File: src/mips_bus_defs.svh
`ifndef MIPS_BUS_DEFS_SVH
`define MIPS_BUS_DEFS_SVH

// data and address width of the core ports and the avalon link
`define MIPS_DATA_W 32

// ram depth in 32-bit words, address wraps modulo this
`define MIPS_MEM_WORDS 1024

// waitrequest cycles before an access completes
// access takes MIPS_MEM_WAIT+1 cycles on the bus
`define MIPS_MEM_WAIT 2

`endif

File: src/mips_bus_pkg.sv
`include "mips_bus_defs.svh"

package mips_bus_pkg;

    typedef logic [`MIPS_DATA_W-1:0]   word_t;   // data word
    typedef logic [`MIPS_DATA_W-1:0]   addr_t;   // byte address
    typedef logic [`MIPS_DATA_W/8-1:0] byteen_t; // one bit per byte lane

    // store width code from the core
    typedef logic [1:0] store_type_t;

    localparam store_type_t ST_SW   = 2'd0; // full word
    localparam store_type_t ST_SH   = 2'd1; // halfword
    localparam store_type_t ST_SB   = 2'd2; // byte
    localparam store_type_t ST_RSVD = 2'd3; // unused code behaves as sw

    // bus controller states
    typedef enum logic [2:0]
    {
        IDLE        = 3'd0, // waiting for a core request
        FETCH_INSTR = 3'd1, // instruction read on the bus
        FETCH_DATA  = 3'd2, // data read or write on the bus
        INSTR_SET   = 3'd3, // gap between data and instruction access
        HALTED      = 3'd4  // one cycle with clk_enable high
    } bus_state_t;

endpackage

File: src/bus_controller.sv
`timescale 1ns/100ps

module bus_controller
(
    input  logic                  clk,
    input  logic                  reset,

    // harvard instruction port
    input  mips_bus_pkg::addr_t   instr_address,
    input  logic                  instr_read,
    output mips_bus_pkg::word_t   instr_readdata,

    // harvard data port, address and data already lane aligned
    input  logic                  data_read,
    input  logic                  data_write,
    output mips_bus_pkg::word_t   data_readdata,
    input  mips_bus_pkg::addr_t   aligned_address,
    input  mips_bus_pkg::byteen_t lane_byteenable,
    input  mips_bus_pkg::word_t   lane_writedata,

    // core stall
    output logic                  clk_enable,

    // avalon-mm master
    output mips_bus_pkg::addr_t   av_address,
    output logic                  av_read,
    output logic                  av_write,
    output mips_bus_pkg::word_t   av_writedata,
    output mips_bus_pkg::byteen_t av_byteenable,
    input  mips_bus_pkg::word_t   av_readdata,
    input  logic                  av_waitrequest
);

    mips_bus_pkg::bus_state_t state;
    mips_bus_pkg::bus_state_t state_next;

    logic                data_req;           // exactly one of read/write
    logic                bus_done;           // access completes this cycle
    mips_bus_pkg::addr_t instr_word_address; // fetch address, word aligned

    assign data_req           = data_read ^ data_write; // both high counts as none
    assign bus_done           = (av_read | av_write) & ~av_waitrequest;
    assign instr_word_address = instr_address & ~mips_bus_pkg::addr_t'(3);

    always_comb
    begin
        state_next = state;
        case (state)
            mips_bus_pkg::IDLE:
            begin
                if (data_req)
                begin
                    state_next = mips_bus_pkg::FETCH_DATA; // data always first
                end
                else if (instr_read)
                begin
                    state_next = mips_bus_pkg::FETCH_INSTR;
                end
            end
            mips_bus_pkg::FETCH_DATA:
            begin
                if (!av_waitrequest)
                begin
                    // fetch still pending, go round through INSTR_SET
                    state_next = instr_read ? mips_bus_pkg::INSTR_SET : mips_bus_pkg::HALTED;
                end
            end
            mips_bus_pkg::INSTR_SET:
            begin
                state_next = mips_bus_pkg::FETCH_INSTR;
            end
            mips_bus_pkg::FETCH_INSTR:
            begin
                if (!av_waitrequest)
                begin
                    state_next = mips_bus_pkg::HALTED;
                end
            end
            mips_bus_pkg::HALTED:
            begin
                state_next = mips_bus_pkg::IDLE; // core steps on this edge
            end
            default:
            begin
                state_next = mips_bus_pkg::IDLE;
            end
        endcase
    end

    always_ff @(posedge clk)
    begin
        if (reset)
        begin
            state <= mips_bus_pkg::IDLE;
        end
        else
        begin
            state <= state_next;
        end
    end

    // bus and stall decode
    always_comb
    begin
        clk_enable    = 1'b0; // held low in every busy state
        av_address    = '0;
        av_read       = 1'b0;
        av_write      = 1'b0;
        av_writedata  = '0;
        av_byteenable = '1;
        case (state)
            mips_bus_pkg::IDLE:
            begin
                // drop enable at once when something is asked, bus stays quiet
                clk_enable = !(data_req || instr_read);
            end
            mips_bus_pkg::FETCH_DATA:
            begin
                av_address    = aligned_address;
                av_read       = data_read;
                av_write      = data_write;
                av_writedata  = lane_writedata;
                av_byteenable = lane_byteenable;
            end
            mips_bus_pkg::FETCH_INSTR:
            begin
                av_address = instr_word_address;
                av_read    = 1'b1;
            end
            mips_bus_pkg::HALTED:
            begin
                clk_enable = 1'b1; // end of access seen by the core
            end
            default:
            begin
                clk_enable = 1'b0; // INSTR_SET, bus idle for one cycle
            end
        endcase
    end

    // read words captured on the completing edge, held until the next one
    always_ff @(posedge clk)
    begin
        if (reset)
        begin
            data_readdata  <= '0;
            instr_readdata <= '0;
        end
        else
        begin
            if (state == mips_bus_pkg::FETCH_DATA && bus_done && data_read)
            begin
                data_readdata <= av_readdata;
            end
            if (state == mips_bus_pkg::FETCH_INSTR && bus_done)
            begin
                instr_readdata <= av_readdata;
            end
        end
    end

    // read and write never share a cycle on the link
    av_cmd_exclusive: assert property (@(posedge clk) disable iff (reset)
        !(av_read && av_write));

    // master keeps the command and address up while the slave stalls
    av_hold_on_wait: assert property (@(posedge clk) disable iff (reset)
        (av_waitrequest && (av_read || av_write))
            |=> ((av_read || av_write) && $stable(av_address)));

endmodule

File: config.mk
export PLATFORM = sky130hd
export DESIGN_NAME = bus_controller
export DESIGN_NICKNAME = d
export VERILOG_FILES = /design/src/mips_bus_pkg.sv /design/src/bus_controller.sv
export VERILOG_INCLUDE_DIRS = /design/src
export SDC_FILE = /design/constraint.sdc
export NUM_CORES = 1
export LEC_CHECK = 0
export BUFFER_PORTS_ARGS = -buffer_cell sky130_fd_sc_hd__buf_2
export CAP_MARGIN = 25
export CORE_AREA = 2 2 107 109
export DETAILED_ROUTE_END_ITERATION = 12
export DIE_AREA = 0 0 109 111
export PLACE_DENSITY = 0.66
export SETUP_SLACK_MARGIN = 0.05
export SLEW_MARGIN = 40
export SYNTH_ARGS = -nofsm -noshare
export SYNTH_HDL_FRONTEND = slang
export SYNTH_SLANG_ARGS = --single-unit
File: constraint.sdc
create_clock -name clk -period 2.3 [get_ports clk]
set_input_delay 0.69 -clock clk [delete_from_list [all_inputs] [get_ports clk]]
set_output_delay 0.69 -clock clk [all_outputs]
set_load 0.05 [all_outputs]
Yosys cells after proc, flatten, opt, wreduce, memory -nomap -nowiden
Cells that the tools add are included.
{ "totals": {"regBits": 67, "output_inout_bits": 135, "in_bits": 138} }
{ "op_classes": {"reduce_logical": 7, "mux": 12, "n_eq_ne": 7, "bitwise_logic": 4} }
{ "op_table": {"columns": ["op", "count"], "rows": [
  ["one-hot mux 32 bit (2 select lines)", 1],
  ["2-to-1 mux 32 bit", 1],
  ["2-to-1 mux 3 bit", 5],
  ["one-hot mux 3 bit (4 select lines)", 1],
  ["== test 3 x 2 -> 1 bit, second input constant", 2],
  ["2-to-1 mux 4 bit", 1],
  ["inequality test 2 bit, second input constant", 2],
  ["one-hot mux 1 bit (2 select lines)", 2],
  ["== test 3 x 1 -> 1 bit, second input constant", 1],
  ["== test 3 bit, second input constant", 1],
  ["logical AND 1 bit", 3],
  ["zero test 3 bit", 1],
  ["inequality test 3 bit, second input constant", 1],
  ["AND reduction 3 bit", 1],
  ["bitwise AND 1 bit", 1],
  ["zero test 1 bit", 1],
  ["logical OR 1 bit", 1],
  ["2-to-1 mux 1 bit", 1],
  ["inverter 1 bit", 1],
  ["OR 1 bit", 1],
  ["XOR 1 bit", 1]
]} }

Logic depth before layout (Yosys ltp)
{ "logic_depth": {"depth_word": 6, "mapped_depth": 6, "mapped_depth_nobuf": 3} }

Worst setup path after synthesis
No wires, ideal clock.
{ "synth_path": {"kind": "reg2out", "start": "register state[0]", "end": "output av_address[10]", "path_buffers": 2, "path_stages_with_launch": 5, "arrival_time_ps": 1560, "setup_slack_ps": 50, "cell_sequence": "dfxtp_1 > buf_2 > nor3b_1 > clkbuf_1 > a22o_1"} }
{ "synth_between": {"elab_chain_len": 2, "elab_cells_between_ends": 3} }
{ "synth_lines": {"columns": ["item", "line_no", "source"], "rows": [
  ["from (decl)", "bus_controller.sv:34", "mips_bus_pkg::bus_state_t state;"],
  ["from (signal assigned)", "bus_controller.sv:94", "state <= mips_bus_pkg::IDLE;"],
  ["from (signal assigned)", "bus_controller.sv:98", "state <= state_next;"],
  ["== test 3 x 1 -> 1 bit / == test 3 x 2 -> 1 bit (equally long branches)", "bus_controller.sv:111", "case (state)"],
  ["one-hot mux 32 bit (2 select lines) (*)", "bus_controller.sv:111", null],
  ["to (decl)", "bus_controller.sv:25", "output mips_bus_pkg::addr_t av_address,"]
]} }
Mark *: on every way between the ends. The rest lies on a longest branch, timed or not.

Worst setup path after layout
{ "layout_path": {"start": "register state[1]", "end": "output av_address[17]"} }
The elaborated chain is that of the path after synthesis.

==> results_dict.tcl <==
set metrics [dict create \
    status "finished with violations" \
    violations "negative setup slack" \
    ys_seq_area_frac 0.403 \
    power_w 0.00433 \
    numPortBuffers 270 \
    critPathCaptureType "primary output" \
    slew_headroom 0.625 \
    fin_ws_ps -43.0 \
    drc 0 \
    vias 3930 \
    die_w_um 109 \
    rsz0062_at_grt "yes" \
    setup_tns_ps -289 \
    synth_fp_nets 522 \
    layout-drive-gt1-share 0.526 \
    finalHoldViolations 0 \
    row_count 39 \
    fmax_ghz 0.427 \
    cap_violations 0 \
    grt_pass1_vias 3875 \
    antenna_found_initial 10 \
    cts_htree_levels 3 \
    period_needed_ps 2340 \
    gp_congestion 0.979 \
    routed_wl_um 15900 \
    ctsHoldBuffers 0 \
    place_ws_ps 94.0 \
    ant_nets 0 \
    grt_max_degree 100 \
    pwr-share-clk 0.315 \
    crit_type "flop to primary output" \
    irDropWorstVdd_mv 0.371 \
    num_io_pins 273 \
    cts_tree "yes" \
    dp_cells 772 \
    hpwl_um 11500 \
    track_usage 0.246 \
    avgSynthCellArea_sq_um 8.68 \
    tightest_slew_ps 560 \
    power_leakage_nw 2.85 \
    switching_share 0.360 \
    arrival_ps 1650 \
    hold_class "flop to flop" \
    internal_power_w 0.00277 \
    netlist_area_sq_um 3330 \
    yosysWarnings 0 \
    setup_viol 14 \
    drt_iter0_markers 245 \
    seq_power_share 0.283 \
    slew_viol_final 0 \
    fin_nets 791 \
    cp.required_ps 1610 \
    clock_latency_ps 320 \
    synthDistinctLibCells 26 \
    core_sq_um 11100 \
    wire_per_inst_um 19.7 \
    die_height_um 111 \
    power_density_nw_per_um2 725 \
    overflow 0 \
    die_area_sq_um 12100 \
    viasPerCell 4.88 \
    synth-seq-cells 67 \
    cts_buffers 9 \
    fill_cells 989 \
    fin_cells 806 \
    synthToLayoutAreaGrowth_pct 79.5 \
    fin_skew_ps 6.16 \
    p_sw_w 0.00156 \
    clock_path_buffers 2 \
    start_util 0.301 \
    pwr-share-comb 0.401 \
    cts_sinks 67 \
    path_clk_slew_ps 60 \
    drt_first_pass_iters 4 \
    grt_pass1_wl_um 21800 \
    startpoint_type "flop" \
    fin_crit_sh 1.02 \
    synthCells 384 \
    ctsRootBufferMaster "clkbuf_16" \
    crit_path_max_fanout 5 \
    fin_util 0.540 \
]
==> cell usage after synthesis <==
cell / n / area [sq um]
a21o_1: 1 / 7.51
a21oi_1: 32 / 160
a22o_1: 30 / 263
a311oi_1: 1 / 8.76
and2_1: 35 / 219
and3b_1: 1 / 8.76
buf_2: 8 / 40.0
buf_6: 4 / 45.0
buf_8: 2 / 30.0
clkbuf_1: 21 / 78.8
dfxtp_1: 67 / 1340
mux2i_1: 33 / 330
nand2_1: 64 / 240
nand2b_1: 69 / 432
nand3b_1: 2 / 15.0
nor2_1: 3 / 11.3
nor3b_1: 1 / 7.51
nor3b_4: 1 / 18.8
nor4_1: 2 / 12.5
nor4b_2: 1 / 15.0
o21a_1: 1 / 7.51
o21ai_0: 1 / 5.00
o22ai_1: 1 / 6.26
or4b_1: 1 / 10.0
or4b_2: 1 / 10.0
xor2_1: 1 / 8.76
==> layer usage <==
metal  part of all wire  vias up  GRT usage
met5                  0        -          0
met2               0.47      217      0.400
li1                   -     1822          -
met3              0.075       31     0.0435
met1               0.41     1860      0.317
met4              0.039        0      0.105
==> placed cells by master (no fill, tap or decap), types with 2 or more instances in the layout <==
cell,Yosys,final
buf_4,0,11
buf_8,2,10
mux2i_1,33,33
buf_12,0,7
and2_1,35,28
buf_6,4,59
clkinvlp_4,0,2
diode_2,0,5
a22o_4,0,10
clkinv_2,0,2
a22o_1,30,9
a21oi_1,32,32
and2_4,0,7
clkbuf_16,0,11
buf_2,8,200
nor4_1,2,2
buf_16,0,4
nand2_1,64,64
nor2_1,3,3
dfxtp_4,0,2
nand3b_1,2,2
a22o_2,0,11
dfxtp_1,67,64
nand2b_1,69,69
==> cell families after synthesis <==
| family | synth area share |
|---|---|
| simple gates | 0.300 |
| xor+xnor | 0.00263 |
| flops | 0.403 |
| buf+inv | 0.0582 |
| compound gates | 0.137 |
| mux | 0.0991 |
==> per-stage QoR <==
step           hold slack, ps  area [sq um]
4_1_cts                   454          5810
3_5_place_dp              446          4880
3_3_place_gp              440          4880
2_1_floorplan             565          3360
5_1_grt                   473          5980
6_report                  450          5980
==> flip-flops by register name, indices dropped and copies added (netlist names) <==
| register | count |
|---|---|
| data_readdata | 32 |
| instr_readdata | 32 |
| state | 3 |
==> layout make-up <==
type                    instances  area, sq um  share of cell area
repair buffers                293         2200               0.368
flip-flops and latches         67         1350               0.226
diodes                          5         12.5             0.00209
clock buffers                  10          239              0.0400
well taps                     143          179              0.0299
clock inverters                 6         63.8              0.0107
multi-input cells             282         1940               0.324
==> critical path: stages (launching register included) <==
cell       delay, ps
dfxtp_2          330
nor3b_4          150
buf_4            130
buf_8            130
clkbuf_16        160
a22o_2           270
buf_6            150
==> power groups by stage <==
stage	combinational [W]	sequential [W]	clock (W)
2_1_floorplan	0.000821	0.00137	0
4_1_cts	0.00165	0.00123	0.00141
6_report	0.00174	0.00123	0.00137
3_3_place_gp	0.00132	0.00125	0
3_5_place_dp	0.00133	0.00126	0
5_1_grt	0.00180	0.00123	0.00147
==> timing repair <==
item,CTS,global route
gates cloned,4,2
endpoints found under the setup margin,70,71
pin swaps,15,2
gates resized for setup,142,34
buffers inserted,8,0
==> worst paths after layout <==
check | startpoint | to | slack, ps | depth (start not counted)
max | state[1] | av_address[17] | -40 | 6
min | instr_readdata[25] | instr_readdata[25] | 450 | 2
max reg2reg | state[0] | data_readdata[31] | 560 | 5
min reg2reg | instr_readdata[25] | instr_readdata[25] | 450 | 2
(Power assumes the default switching activity.)
