--- src/mips_bus_defs.svh ---
`ifndef MIPS_BUS_DEFS_SVH
`define MIPS_BUS_DEFS_SVH

// data and address width of the core ports and the avalon link
`define MIPS_DATA_W 32

// ram depth in 32-bit words, address wraps modulo this
`define MIPS_MEM_WORDS 1024

// waitrequest cycles before an access completes
// access takes MIPS_MEM_WAIT+1 cycles on the bus
`define MIPS_MEM_WAIT 2

`endif

--- src/mips_bus_pkg.sv ---
`include "mips_bus_defs.svh"

package mips_bus_pkg;

    typedef logic [`MIPS_DATA_W-1:0]   word_t;   // data word
    typedef logic [`MIPS_DATA_W-1:0]   addr_t;   // byte address
    typedef logic [`MIPS_DATA_W/8-1:0] byteen_t; // one bit per byte lane

    // store width code from the core
    typedef logic [1:0] store_type_t;

    localparam store_type_t ST_SW   = 2'd0; // full word
    localparam store_type_t ST_SH   = 2'd1; // halfword
    localparam store_type_t ST_SB   = 2'd2; // byte
    localparam store_type_t ST_RSVD = 2'd3; // unused code behaves as sw

    // bus controller states
    typedef enum logic [2:0]
    {
        IDLE        = 3'd0, // waiting for a core request
        FETCH_INSTR = 3'd1, // instruction read on the bus
        FETCH_DATA  = 3'd2, // data read or write on the bus
        INSTR_SET   = 3'd3, // gap between data and instruction access
        HALTED      = 3'd4  // one cycle with clk_enable high
    } bus_state_t;

endpackage

--- src/store_lane_align.sv ---
`timescale 1ns/100ps

module store_lane_align
(
    input  mips_bus_pkg::addr_t       data_address,
    input  mips_bus_pkg::word_t       data_writedata,
    input  logic                      data_write,
    input  mips_bus_pkg::store_type_t store_type,
    output mips_bus_pkg::addr_t       aligned_address,
    output mips_bus_pkg::byteen_t     lane_byteenable,
    output mips_bus_pkg::word_t       lane_writedata
);

    logic [1:0] offset;          // byte offset inside the word
    logic       misaligned_half; // sh at offset 1 or 3

    assign offset          = data_address[1:0];
    assign aligned_address = data_address & ~mips_bus_pkg::addr_t'(3); // word aligned
    assign misaligned_half = data_write && (store_type == mips_bus_pkg::ST_SH) && offset[0];

    always_comb
    begin
        // reads and sw use the whole word as it is
        lane_byteenable = '1;
        lane_writedata  = data_writedata;
        if (data_write)
        begin
            case (store_type)
                mips_bus_pkg::ST_SH:
                begin
                    if (offset[0])
                    begin
                        lane_byteenable = '0; // odd halfword, drop the store
                    end
                    else if (offset[1])
                    begin
                        lane_byteenable = 4'b1100;               // upper half
                        lane_writedata  = data_writedata << 16;
                    end
                    else
                    begin
                        lane_byteenable = 4'b0011;               // lower half, no shift
                    end
                end
                mips_bus_pkg::ST_SB:
                begin
                    // one lane, byte moved up to its offset
                    lane_byteenable = mips_bus_pkg::byteen_t'(1) << offset;
                    lane_writedata  = data_writedata << {offset, 3'b000};
                end
                mips_bus_pkg::ST_SW, mips_bus_pkg::ST_RSVD:
                begin
                    lane_byteenable = '1; // whole word
                end
            endcase
        end
    end

    // a store reaching the bus with no lanes is only legal for an odd sh
    lane_enable_check: assert final (!data_write || lane_byteenable != '0 || misaligned_half)
        else $error("store with empty byte enables, store_type %0d addr %h",
                    store_type, data_address);

endmodule

--- config.mk ---
export PLATFORM = sky130hd
export DESIGN_NAME = store_lane_align
export DESIGN_NICKNAME = d
export VERILOG_FILES = /design/src/mips_bus_pkg.sv /design/src/store_lane_align.sv
export VERILOG_INCLUDE_DIRS = /design/src
export SDC_FILE = /design/constraint.sdc
export NUM_CORES = 1
export LEC_CHECK = 0
export BUFFER_PORTS_ARGS = -buffer_cell sky130_fd_sc_hd__clkbuf_2
export CORE_AREA = 2 2 58 60
export DETAILED_ROUTE_END_ITERATION = 8
export DIE_AREA = 0 0 60 62
export PLACE_DENSITY = 0.86
export SLEW_MARGIN = 20
export SYNTH_ARGS = -nofsm -noshare
export SYNTH_HDL_FRONTEND = slang
export SYNTH_SLANG_ARGS = --single-unit
--- constraint.sdc ---
create_clock -name vclk -period 5.9
set_input_delay 1.475 -clock vclk [all_inputs]
set_output_delay 1.475 -clock vclk [all_outputs]
set_load 0.03 [all_outputs]
# After elaboration in Yosys (flattened, before gate mapping)

Cells that the tools add are included.
W data, S select, Z words.

Equality and inequality tests: 3
Shift-type cells: 2
Multiplexer cells: 8
Reduce and logical (&&, ||, !) cells: 2

Operator list:

| kind                  | number |
|---|---|
| $mux W32              | 3 |
| $pmux W32 S2          | 1 |
| $shl A32 B5 Y32       | 1 |
| $mux W4               | 3 |
| $pmux W4 S3           | 1 |
| $eq A2 B2 Y1 const B  | 2 |
| $shl A1 B2 Y4 const A | 1 |
| $eq A2 B1 Y1 const B  | 1 |
| $logic_not A2 Y1      | 1 |
| $reduce_or A2 Y1      | 1 |

Register bits: 0
Input bits: 67
Output and inout bits: 68

# Logic depth before layout (Yosys ltp)

Gate-level depths: netlist of run 1.

Depth after elaboration: 4
Depth in mapped cells: 8

# Worst setup path after synthesis of run 1

No wires, ideal clock.

Path kind: input-to-output
From: input port store_type[0]
To: output port lane_writedata[21]
Arrival time: 2.887 ns
Data required time: 4.425 ns
Setup slack: 1.538 ns
Stages on the path: 8
Buffers on the path: 2
Cell sequence: inv_1 > ha_1 > nor2b_4 > buf_6 > nor3b_4 > buf_6 > a22o_2 > a21o_1

Word-level cells in the longest chain between the ends: 3

RTL lines:

| item                                         | RTL line               | text |
|---|---|---|
| from (decl)                                  | store_lane_align.sv:8  | `input mips_bus_pkg::store_type_t store_type,` |
| $eq A2 B2 Y1 or $eq A2 B1 Y1 (tied branches) | store_lane_align.sv:28 | `case (store_type)` |
| $pmux W32 S2 *                               | store_lane_align.sv:28 |  |
| $mux W32 *                                   | store_lane_align.sv:26 | `if (data_write)` |
| to (decl)                                    | store_lane_align.sv:11 | `output mips_bus_pkg::word_t lane_writedata` |

Mark *: on every way between the ends. The rest lies on a longest branch, timed or not.

# Worst setup path after layout of run 1

From: input port store_type[0]
To: output port lane_writedata[22]

The elaborated chain is that of the path after synthesis.

==> flow_summary_export.csv, run 1 <==
group,metric,value,unit
job,cap_viol_max_count,0,
die,coreArea,3180,sq um
detailed_routing,drc,0,
timing,hold_violations,0,
finish,design.seq.count,0,
logic_synthesis,synth_area_leaders,"buf_4, a22o_2, a221o_2",
logic_synthesis,syn_avg_cell_area,7.80,sq um
critical_path,cp.arrival,3.39,ns
critical_path,critical_path_class,"in -> out",
grt,antenna_found_initial,0,
timing,period_share,82.4,%
critical_path,worstPathCellList,"clkbuf_2 -> inv_1 -> ha_1 -> nor2b_4 -> nor3b_4 -> a22o_2 -> a21o_1 -> clkbuf_2",
timing,setup-tns-final,0,ns
clock_tree,cts_setup_buffers,0,
run_status,run_status,"complete, no violations",
die,fp.dieW,60,um
critical_path,cp-end-kind,"primary output",
grt,grt_pass1_vias,889,
grt,grt.total_usage,14.2,%
die,ioPinCount,135,
die,die_area,3720,sq um
finish,nets,241,
critical_path,critPathLaunchType,"input pin",
detailed_routing,wl,3080,um
logic_synthesis,ys_seq_area_share,0,%
logic_synthesis,yosysMostFrequentCell,"buf_4",
critical_path,cp_data_required_time,4.43,ns
hold_path,hold_path_class,"in -> out",
clock_tree,cts_resized,0,
logic_synthesis,synthTopCellsByCount,"buf_4, a21o_1, nor2_1",
finish,seq_area,0,sq um
power_and_ir_drop,total_power,135,uW
finish,n_clock_buffer,0,
critical_path,critical_path.max_fanout,15,
critical_path,crit_slowest_cell,"nor3b_4",
grt,grt_pass1_wl,4150,um
logic_synthesis,synth.cell_area,1050,sq um
critical_path,path_common_cell,"clkbuf_2",
timing,setup_viol,0,
grt,grt_max_degree,17,
detailed_routing,drt_pass1_iterations,4,
placement,portBuffers,73,
timing,slew_headroom,57.7,%
finish,area_delta_synth_final,10.3,%
finish,fill_cells,342,
timing,period_minus_slack,4.86,ns
logic_synthesis,synthCells,135,
die,dieHeight,62,um
die,start_util,33.1,%
clock_tree,hold_buffers,0,
finish,n_antenna_cell,0,
detailed_routing,vias,1112,
die,rows,21,
detailed_routing,ant_nets,0,
power_and_ir_drop,p_leak,0.000660,uW
detailed_routing,drtIter0Drc,54,
placement,dp_hpwl,2360,um
timing,tightest_slew,0.634,ns
timing,rsz0062_at_grt,"no",
logic_synthesis,synth_top_area_share,24.2,%
logic_synthesis,ys_types,35,
logic_synthesis,yosysWarnings,0,
timing,drv_slew,0,
detailed_routing,wl_per_cell,14.4,um
finish,drive_gt1_share,57.7,%
timing,fmax,206,MHz
grt,gr-total-overflow,0,
placement,gp_congestion,0.736,
logic_synthesis,yosysTopAreaCell,"buf_4",
power_and_ir_drop,ir_worst_vdd,0.0000392,V
detailed_routing,viasPerCell,5.20,
power_and_ir_drop,power_density,116,nW/um^2
critical_path,max_stage_delay,0.60,ns
stage by stage:
stage | hold slack [ns] | util (%) | setup WS, ns | cell area, sq um | std cells
after global placement | 2.95 | 36.6 | 1.10 | 1160 | 214
after floorplan | 3.08 | - | 1.54 | 1060 | 136
after global routing | 2.95 | 36.6 | 0.913 | 1160 | 214
after CTS | 2.95 | 36.6 | 1.05 | 1160 | 214
after detailed placement | 2.95 | 36.6 | 1.05 | 1160 | 214
final | 2.95 | 36.6 | 1.04 | 1160 | 214
placed cells by master, fill, tap and decap left out:
master | netlist | layout
a311oi_1 | 1 | 1
nand2b_4 | 1 | 1
nor2b_1 | 3 | 3
ha_1 | 4 | 4
o221ai_1 | 1 | 1
nand3_1 | 3 | 3
clkbuf_2 | 1 | 73
o211ai_1 | 2 | 2
a22o_2 | 8 | 8
nand2_2 | 1 | 1
nor2_1 | 9 | 9
and2_2 | 1 | 1
a22o_1 | 8 | 8
and3_2 | 2 | 2
a21boi_0 | 1 | 1
a21oi_1 | 1 | 1
or3_1 | 1 | 1
mux2_2 | 1 | 1
nor2b_4 | 1 | 1
a221o_2 | 7 | 7
conb_1 | 1 | 2
mux2i_1 | 7 | 7
inv_1 | 3 | 3
a21o_1 | 9 | 9
o21ai_0 | 3 | 3
nand2_1 | 3 | 3
o21ai_2 | 1 | 1
o31ai_1 | 1 | 1
nor3b_4 | 1 | 1
nand4_1 | 1 | 1
and2_1 | 8 | 8
critical path, delay by kind of cell:
family                   cells  cell delay [ns]
AO/OA/AOI/OAI                2             0.35
adder cells (fa/ha/maj)      1             0.36
buffers and inverters        3             0.36
AND/OR/NAND/NOR              2             0.83
cells by family (layout without fill, tap and decap cells):
group / after synthesis / after routing / synth area share (%)
buffers and inverters: 44 / 76 / 31.2
AOI/OAI and AO/OA: 43 / 43 / 35.4
and+or+nand+nor: 35 / 35 / 20.5
muxes: 8 / 8 / 7.72
adders and majority gates: 4 / 4 / 4.75
other: 1 / 2 / 0.356
final timing paths:
| path | slack [ns] | depth (start not counted) | start | endpoint |
|---|---|---|---|---|
| setup / recovery | 1.04 | 8 | store_type[0] | lane_writedata[22] |
| hold / removal | 2.95 | 0 | data_address[10] | aligned_address[10] |
final cells by class:
cell class / instances / area [sq um] / area share (%)
Multi-Input combinational cell: 92 / 728 / 62.6
Tap cell: 46 / 57.6 / 4.95
Timing Repair Buffer: 73 / 365 / 31.4
Inverter: 3 / 11.3 / 0.969
where the power goes:
part,switching (uW),leakage (uW),internal [uW]
Combinational,87.6,0.000660,46.9
Sequential,0,0,0
Clock,0,0,0
routing by layer:
layer / wire length, um / track usage [%] / up-vias
met5: 0 / 0 / -
met4: 69 / 4.44 / 0
met1: 1230 / 16.5 / 514
li1: - / - / 528
met3: 242 / 0.621 / 8
met2: 1540 / 28.0 / 62
No activity file was read; power rests on OpenSTA's default activity.
==> inputs of run 2 (changes only) <==
--- a/config.mk
+++ b/config.mk
@@ -7,10 +7,10 @@
 export NUM_CORES = 1
 export LEC_CHECK = 0
 export BUFFER_PORTS_ARGS = -buffer_cell sky130_fd_sc_hd__clkbuf_2
-export CORE_AREA = 2 2 58 60
+export CORE_AREA = 2 2 62 64
 export DETAILED_ROUTE_END_ITERATION = 8
-export DIE_AREA = 0 0 60 62
-export PLACE_DENSITY = 0.86
+export DIE_AREA = 0 0 64 66
+export PLACE_DENSITY = 0.79
 export SLEW_MARGIN = 20
 export SYNTH_ARGS = -nofsm -noshare
 export SYNTH_HDL_FRONTEND = slang
==> constraint.sdc (replaced) <==
create_clock -name vclk -period 3.9
set_input_delay 0.975 -clock vclk [all_inputs]
set_output_delay 0.975 -clock vclk [all_outputs]
set_load 0.03 [all_outputs]
==> flow_summary_export.csv, run 2 (synthesis gave the netlist of run 1 again) <==
group,metric,value,unit
grt,grt_pass1_vias,996,
finish,final_common_cell,"clkbuf_2",
grt,grt_pass1_wl,4840,um
timing,period_share,93.8,%
critical_path,path_common_cell,"clkbuf_2",
detailed_routing,wl,3250,um
power_and_ir_drop,ir_worst_vdd,0.0000395,V
critical_path,cp-end-kind,"primary output",
finish,seq_area,0,sq um
power_and_ir_drop,p_leak,0.000670,uW
timing,setup-tns-final,0,ns
placement,portBuffers,73,
timing,tightest_slew,0.508,ns
detailed_routing,viasPerCell,5.13,
die,fp.dieW,64,um
finish,n_antenna_cell,0,
finish,final_cell_mix,"clkbuf_2, nor2_1, a21o_1",
detailed_routing,drtIter0Drc,55,
timing,fmax,273,MHz
detailed_routing,drc,0,
run_status,run_status,"complete, no violations",
die,ioPinCount,135,
timing,setup_viol,0,
die,die_area,4220,sq um
critical_path,worstPathCellList,"clkbuf_2 -> inv_1 -> ha_1 -> nor2b_4 -> nor3b_4 -> buf_4 -> a22o_2 -> a21o_1 -> clkbuf_2",
critical_path,cp.arrival,2.68,ns
critical_path,critical_path_class,"in -> out",
finish,drive_gt1_share,58.2,%
finish,instances_no_fill,218,
critical_path,max_stage_delay,0.36,ns
critical_path,crit_family,"buffers and inverters",
die,rows,22,
detailed_routing,wl_per_cell,14.9,um
detailed_routing,vias,1118,
die,coreArea,3550,sq um
finish,n_clock_buffer,0,
finish,design.seq.count,0,
timing,rsz0062_at_grt,"no",
job,cap_viol_max_count,0,
critical_path,critPathBufInv,4,
die,dieHeight,66,um
timing,period_minus_slack,3.66,ns
critical_path,critical_path.max_fanout,15,
placement,dp_hpwl,2560,um
critical_path,cp_data_required_time,2.92,ns
finish,area_delta_synth_final,12.0,%
placement,gp_congestion,0.755,
grt,antenna_found_initial,0,
timing,drv_slew,0,
timing,hold_violations,0,
hold_path,hold_path_class,"in -> out",
clock_tree,hold_buffers,0,
clock_tree,cts_resized,0,
grt,gr-total-overflow,0,
detailed_routing,ant_nets,0,
finish,nets,243,
power_and_ir_drop,power_density,173,nW/um^2
die,start_util,29.7,%
clock_tree,cts_setup_buffers,0,
grt,grt_max_degree,17,
grt,grt.total_usage,14.0,%
timing,slew_headroom,66.0,%
placement,dpl.cell_count,218,
critical_path,critPathLaunchType,"input pin",
critical_path,crit_slowest_cell,"ha_1",
detailed_routing,drt_pass1_iterations,4,
-- run 2: final timing paths --
path / from / to / cells after the start
max: store_type[0] / lane_writedata[22] / 9
min: data_address[29] / aligned_address[29] / 0
-- run 2: power by group --
part | total (uW) | internal [uW] | switching (uW)
Combinational | 204 | 71.8 | 133
Clock | 0 | 0 | 0
Sequential | 0 | 0 | 0
-- run 2: routing by layer --
layer	up-vias	track usage (%)	routed length [um]
met5	-	0	0
met4	0	4.35	85
met3	16	3.24	333
met2	48	24.6	1520
met1	521	16.7	1310
li1	533	-	-
-- run 2: stage by stage --
step / hold slack (ns) / util [%] / setup slack, ns / area, sq um / power, uW
6_report: 1.95 / 33.2 / 0.243 / 1180 / 204
5_1_grt: 1.95 / 33.2 / 0.163 / 1180 / 218
4_1_cts: 1.95 / 33.2 / 0.252 / 1180 / 206
3_5_place_dp: 1.95 / 33.2 / 0.255 / 1180 / 205
3_3_place_gp: 1.95 / 33.2 / 0.291 / 1180 / 204
2_1_floorplan: 2.08 / - / 0.538 / 1060 / 203
-- run 2: cell type report --
class / count / area, sq um
repair buffers: 75 / 380
fillers: 388 / 2370
well taps: 48 / 60.1
inverters: 3 / 11.3
multi-input cells: 92 / 728
==> inputs of run 3 (changes only) <==
--- a/config.mk
+++ b/config.mk
@@ -6,11 +6,11 @@
 export SDC_FILE = /design/constraint.sdc
 export NUM_CORES = 1
 export LEC_CHECK = 0
-export BUFFER_PORTS_ARGS = -buffer_cell sky130_fd_sc_hd__clkbuf_2
-export CORE_AREA = 2 2 62 64
+export CAP_MARGIN = 10
+export CORE_AREA = 2 2 52 54
 export DETAILED_ROUTE_END_ITERATION = 8
-export DIE_AREA = 0 0 64 66
-export PLACE_DENSITY = 0.79
+export DIE_AREA = 0 0 54 56
+export DONT_BUFFER_PORTS = 1
 export SLEW_MARGIN = 20
 export SYNTH_ARGS = -nofsm -noshare
 export SYNTH_HDL_FRONTEND = slang
==> flow_summary_export.csv, run 3 (synthesis gave the netlist of run 1 again) <==
group,metric,value,unit
critical_path,crit_family,"simple AND/OR/NAND/NOR gates",
critical_path,cp.arrival,2.58,ns
grt,grt.total_usage,15.8,%
job,cap_viol_max_count,0,
finish,n_clock_buffer,0,
die,die_area,3020,sq um
grt,grt_pass1_wl,3720,um
critical_path,max_stage_delay,0.36,ns
power_and_ir_drop,ir_worst_vdd,0.0000806,V
die,start_util,43.3,%
critical_path,critPathLaunchType,"input pin",
die,dieHeight,56,um
critical_path,worstPathCellList,"inv_1 -> ha_1 -> nor2b_4 -> nor3b_4 -> buf_4 -> a22o_2 -> a21o_1",
run_status,run_status,"complete, no violations",
finish,final_cell_mix,"nor2_1, a21o_1, a22o_2, a22o_1, and2_1",
finish,area_delta_synth_final,-24.1,%
timing,hold_violations,0,
critical_path,cp-end-kind,"primary output",
clock_tree,cts_setup_buffers,0,
grt,grt_max_degree,17,
finish,drive_gt1_share,27.6,%
die,rows,18,
finish,design.seq.count,0,
detailed_routing,viasPerCell,6.90,
die,fp.dieW,54,um
timing,setup_viol,0,
power_and_ir_drop,power_density,186,nW/um^2
finish,n_antenna_cell,0,
grt,grt_pass1_vias,764,
clock_tree,cts_resized,0,
grt,gr-total-overflow,0,
power_and_ir_drop,p_leak,0.000370,uW
die,coreArea,2430,sq um
timing,rsz0062_at_grt,"no",
placement,dp_hpwl,2160,um
critical_path,critPathBufInv,2,
critical_path,critical_path.max_fanout,10,
critical_path,critical_path_class,"in -> out",
detailed_routing,wl_per_cell,22.5,um
clock_tree,hold_buffers,0,
timing,period_share,91.2,%
finish,fin_util,32.9,%
detailed_routing,drc,0,
finish,fill_cells,265,
finish,nets,171,
timing,drv_slew,0,
detailed_routing,drt_pass1_iterations,4,
timing,period_minus_slack,3.56,ns
timing,tightest_slew,0.679,ns
detailed_routing,wl,2880,um
timing,fmax,281,MHz
finish,seq_area,0,sq um
grt,antenna_found_initial,0,
placement,portBuffers,0,
hold_path,hold_path_class,"in -> out",
critical_path,crit_slowest_cell,"ha_1",
detailed_routing,vias,883,
die,ioPinCount,135,
timing,slew_headroom,54.5,%
timing,setup-tns-final,0,ns
detailed_routing,ant_nets,0,
placement,gp_congestion,0.756,
detailed_routing,drtIter0Drc,24,
critical_path,cp_data_required_time,2.92,ns
[run 3: cell count changes in the layout (fill, tap and decap cells not counted), sizes merged]
cell,delta
clkbuf,-73
buf,+1
[run 3: metal layers]
layer | track usage, % | up-vias | wire [um]
met5 | 0 | - | 0
met4 | 5.36 | 0 | 88
met3 | 5.65 | 14 | 457
met2 | 27.0 | 78 | 1330
met1 | 17.5 | 405 | 1010
li1 | - | 386 | -
[run 3: worst paths after layout]
check / endpoint / cells after the start / startpoint
setup / recovery: lane_writedata[23] / 7 / store_type[0]
hold / removal: aligned_address[31] / 0 / data_address[31]
[run 3: cell type report]
cell class,count,area [sq um],share of cell area (%)
Multi-Input combinational cell,92,728,91.1
Timing Repair Buffer,3,22.5,2.82
Tap cell,30,37.5,4.69
Inverter,3,11.3,1.41
[run 3: per-stage QoR]
| step | power [uW] | setup WS [ns] | cells | hold WS, ns | cell area [sq um] |
|---|---|---|---|---|---|
| 6_report | 149 | 0.344 | 128 | 1.95 | 800 |
| 5_1_grt | 156 | 0.256 | 128 | 1.95 | 800 |
| 4_1_cts | 149 | 0.357 | 128 | 1.95 | 800 |
| 3_5_place_dp | 149 | 0.358 | 128 | 1.95 | 800 |
| 3_3_place_gp | 148 | 0.409 | 128 | 1.95 | 800 |
| 2_1_floorplan | 203 | 0.538 | 136 | 2.08 | 1060 |
[run 3: power by group]
| group | switching [uW] | total [uW] | internal [uW] | leakage [uW] |
|---|---|---|---|---|
| Combinational | 107 | 149 | 41.4 | 0.000370 |
| Clock | 0 | 0 | 0 | 0 |
| Sequential | 0 | 0 | 0 | 0 |
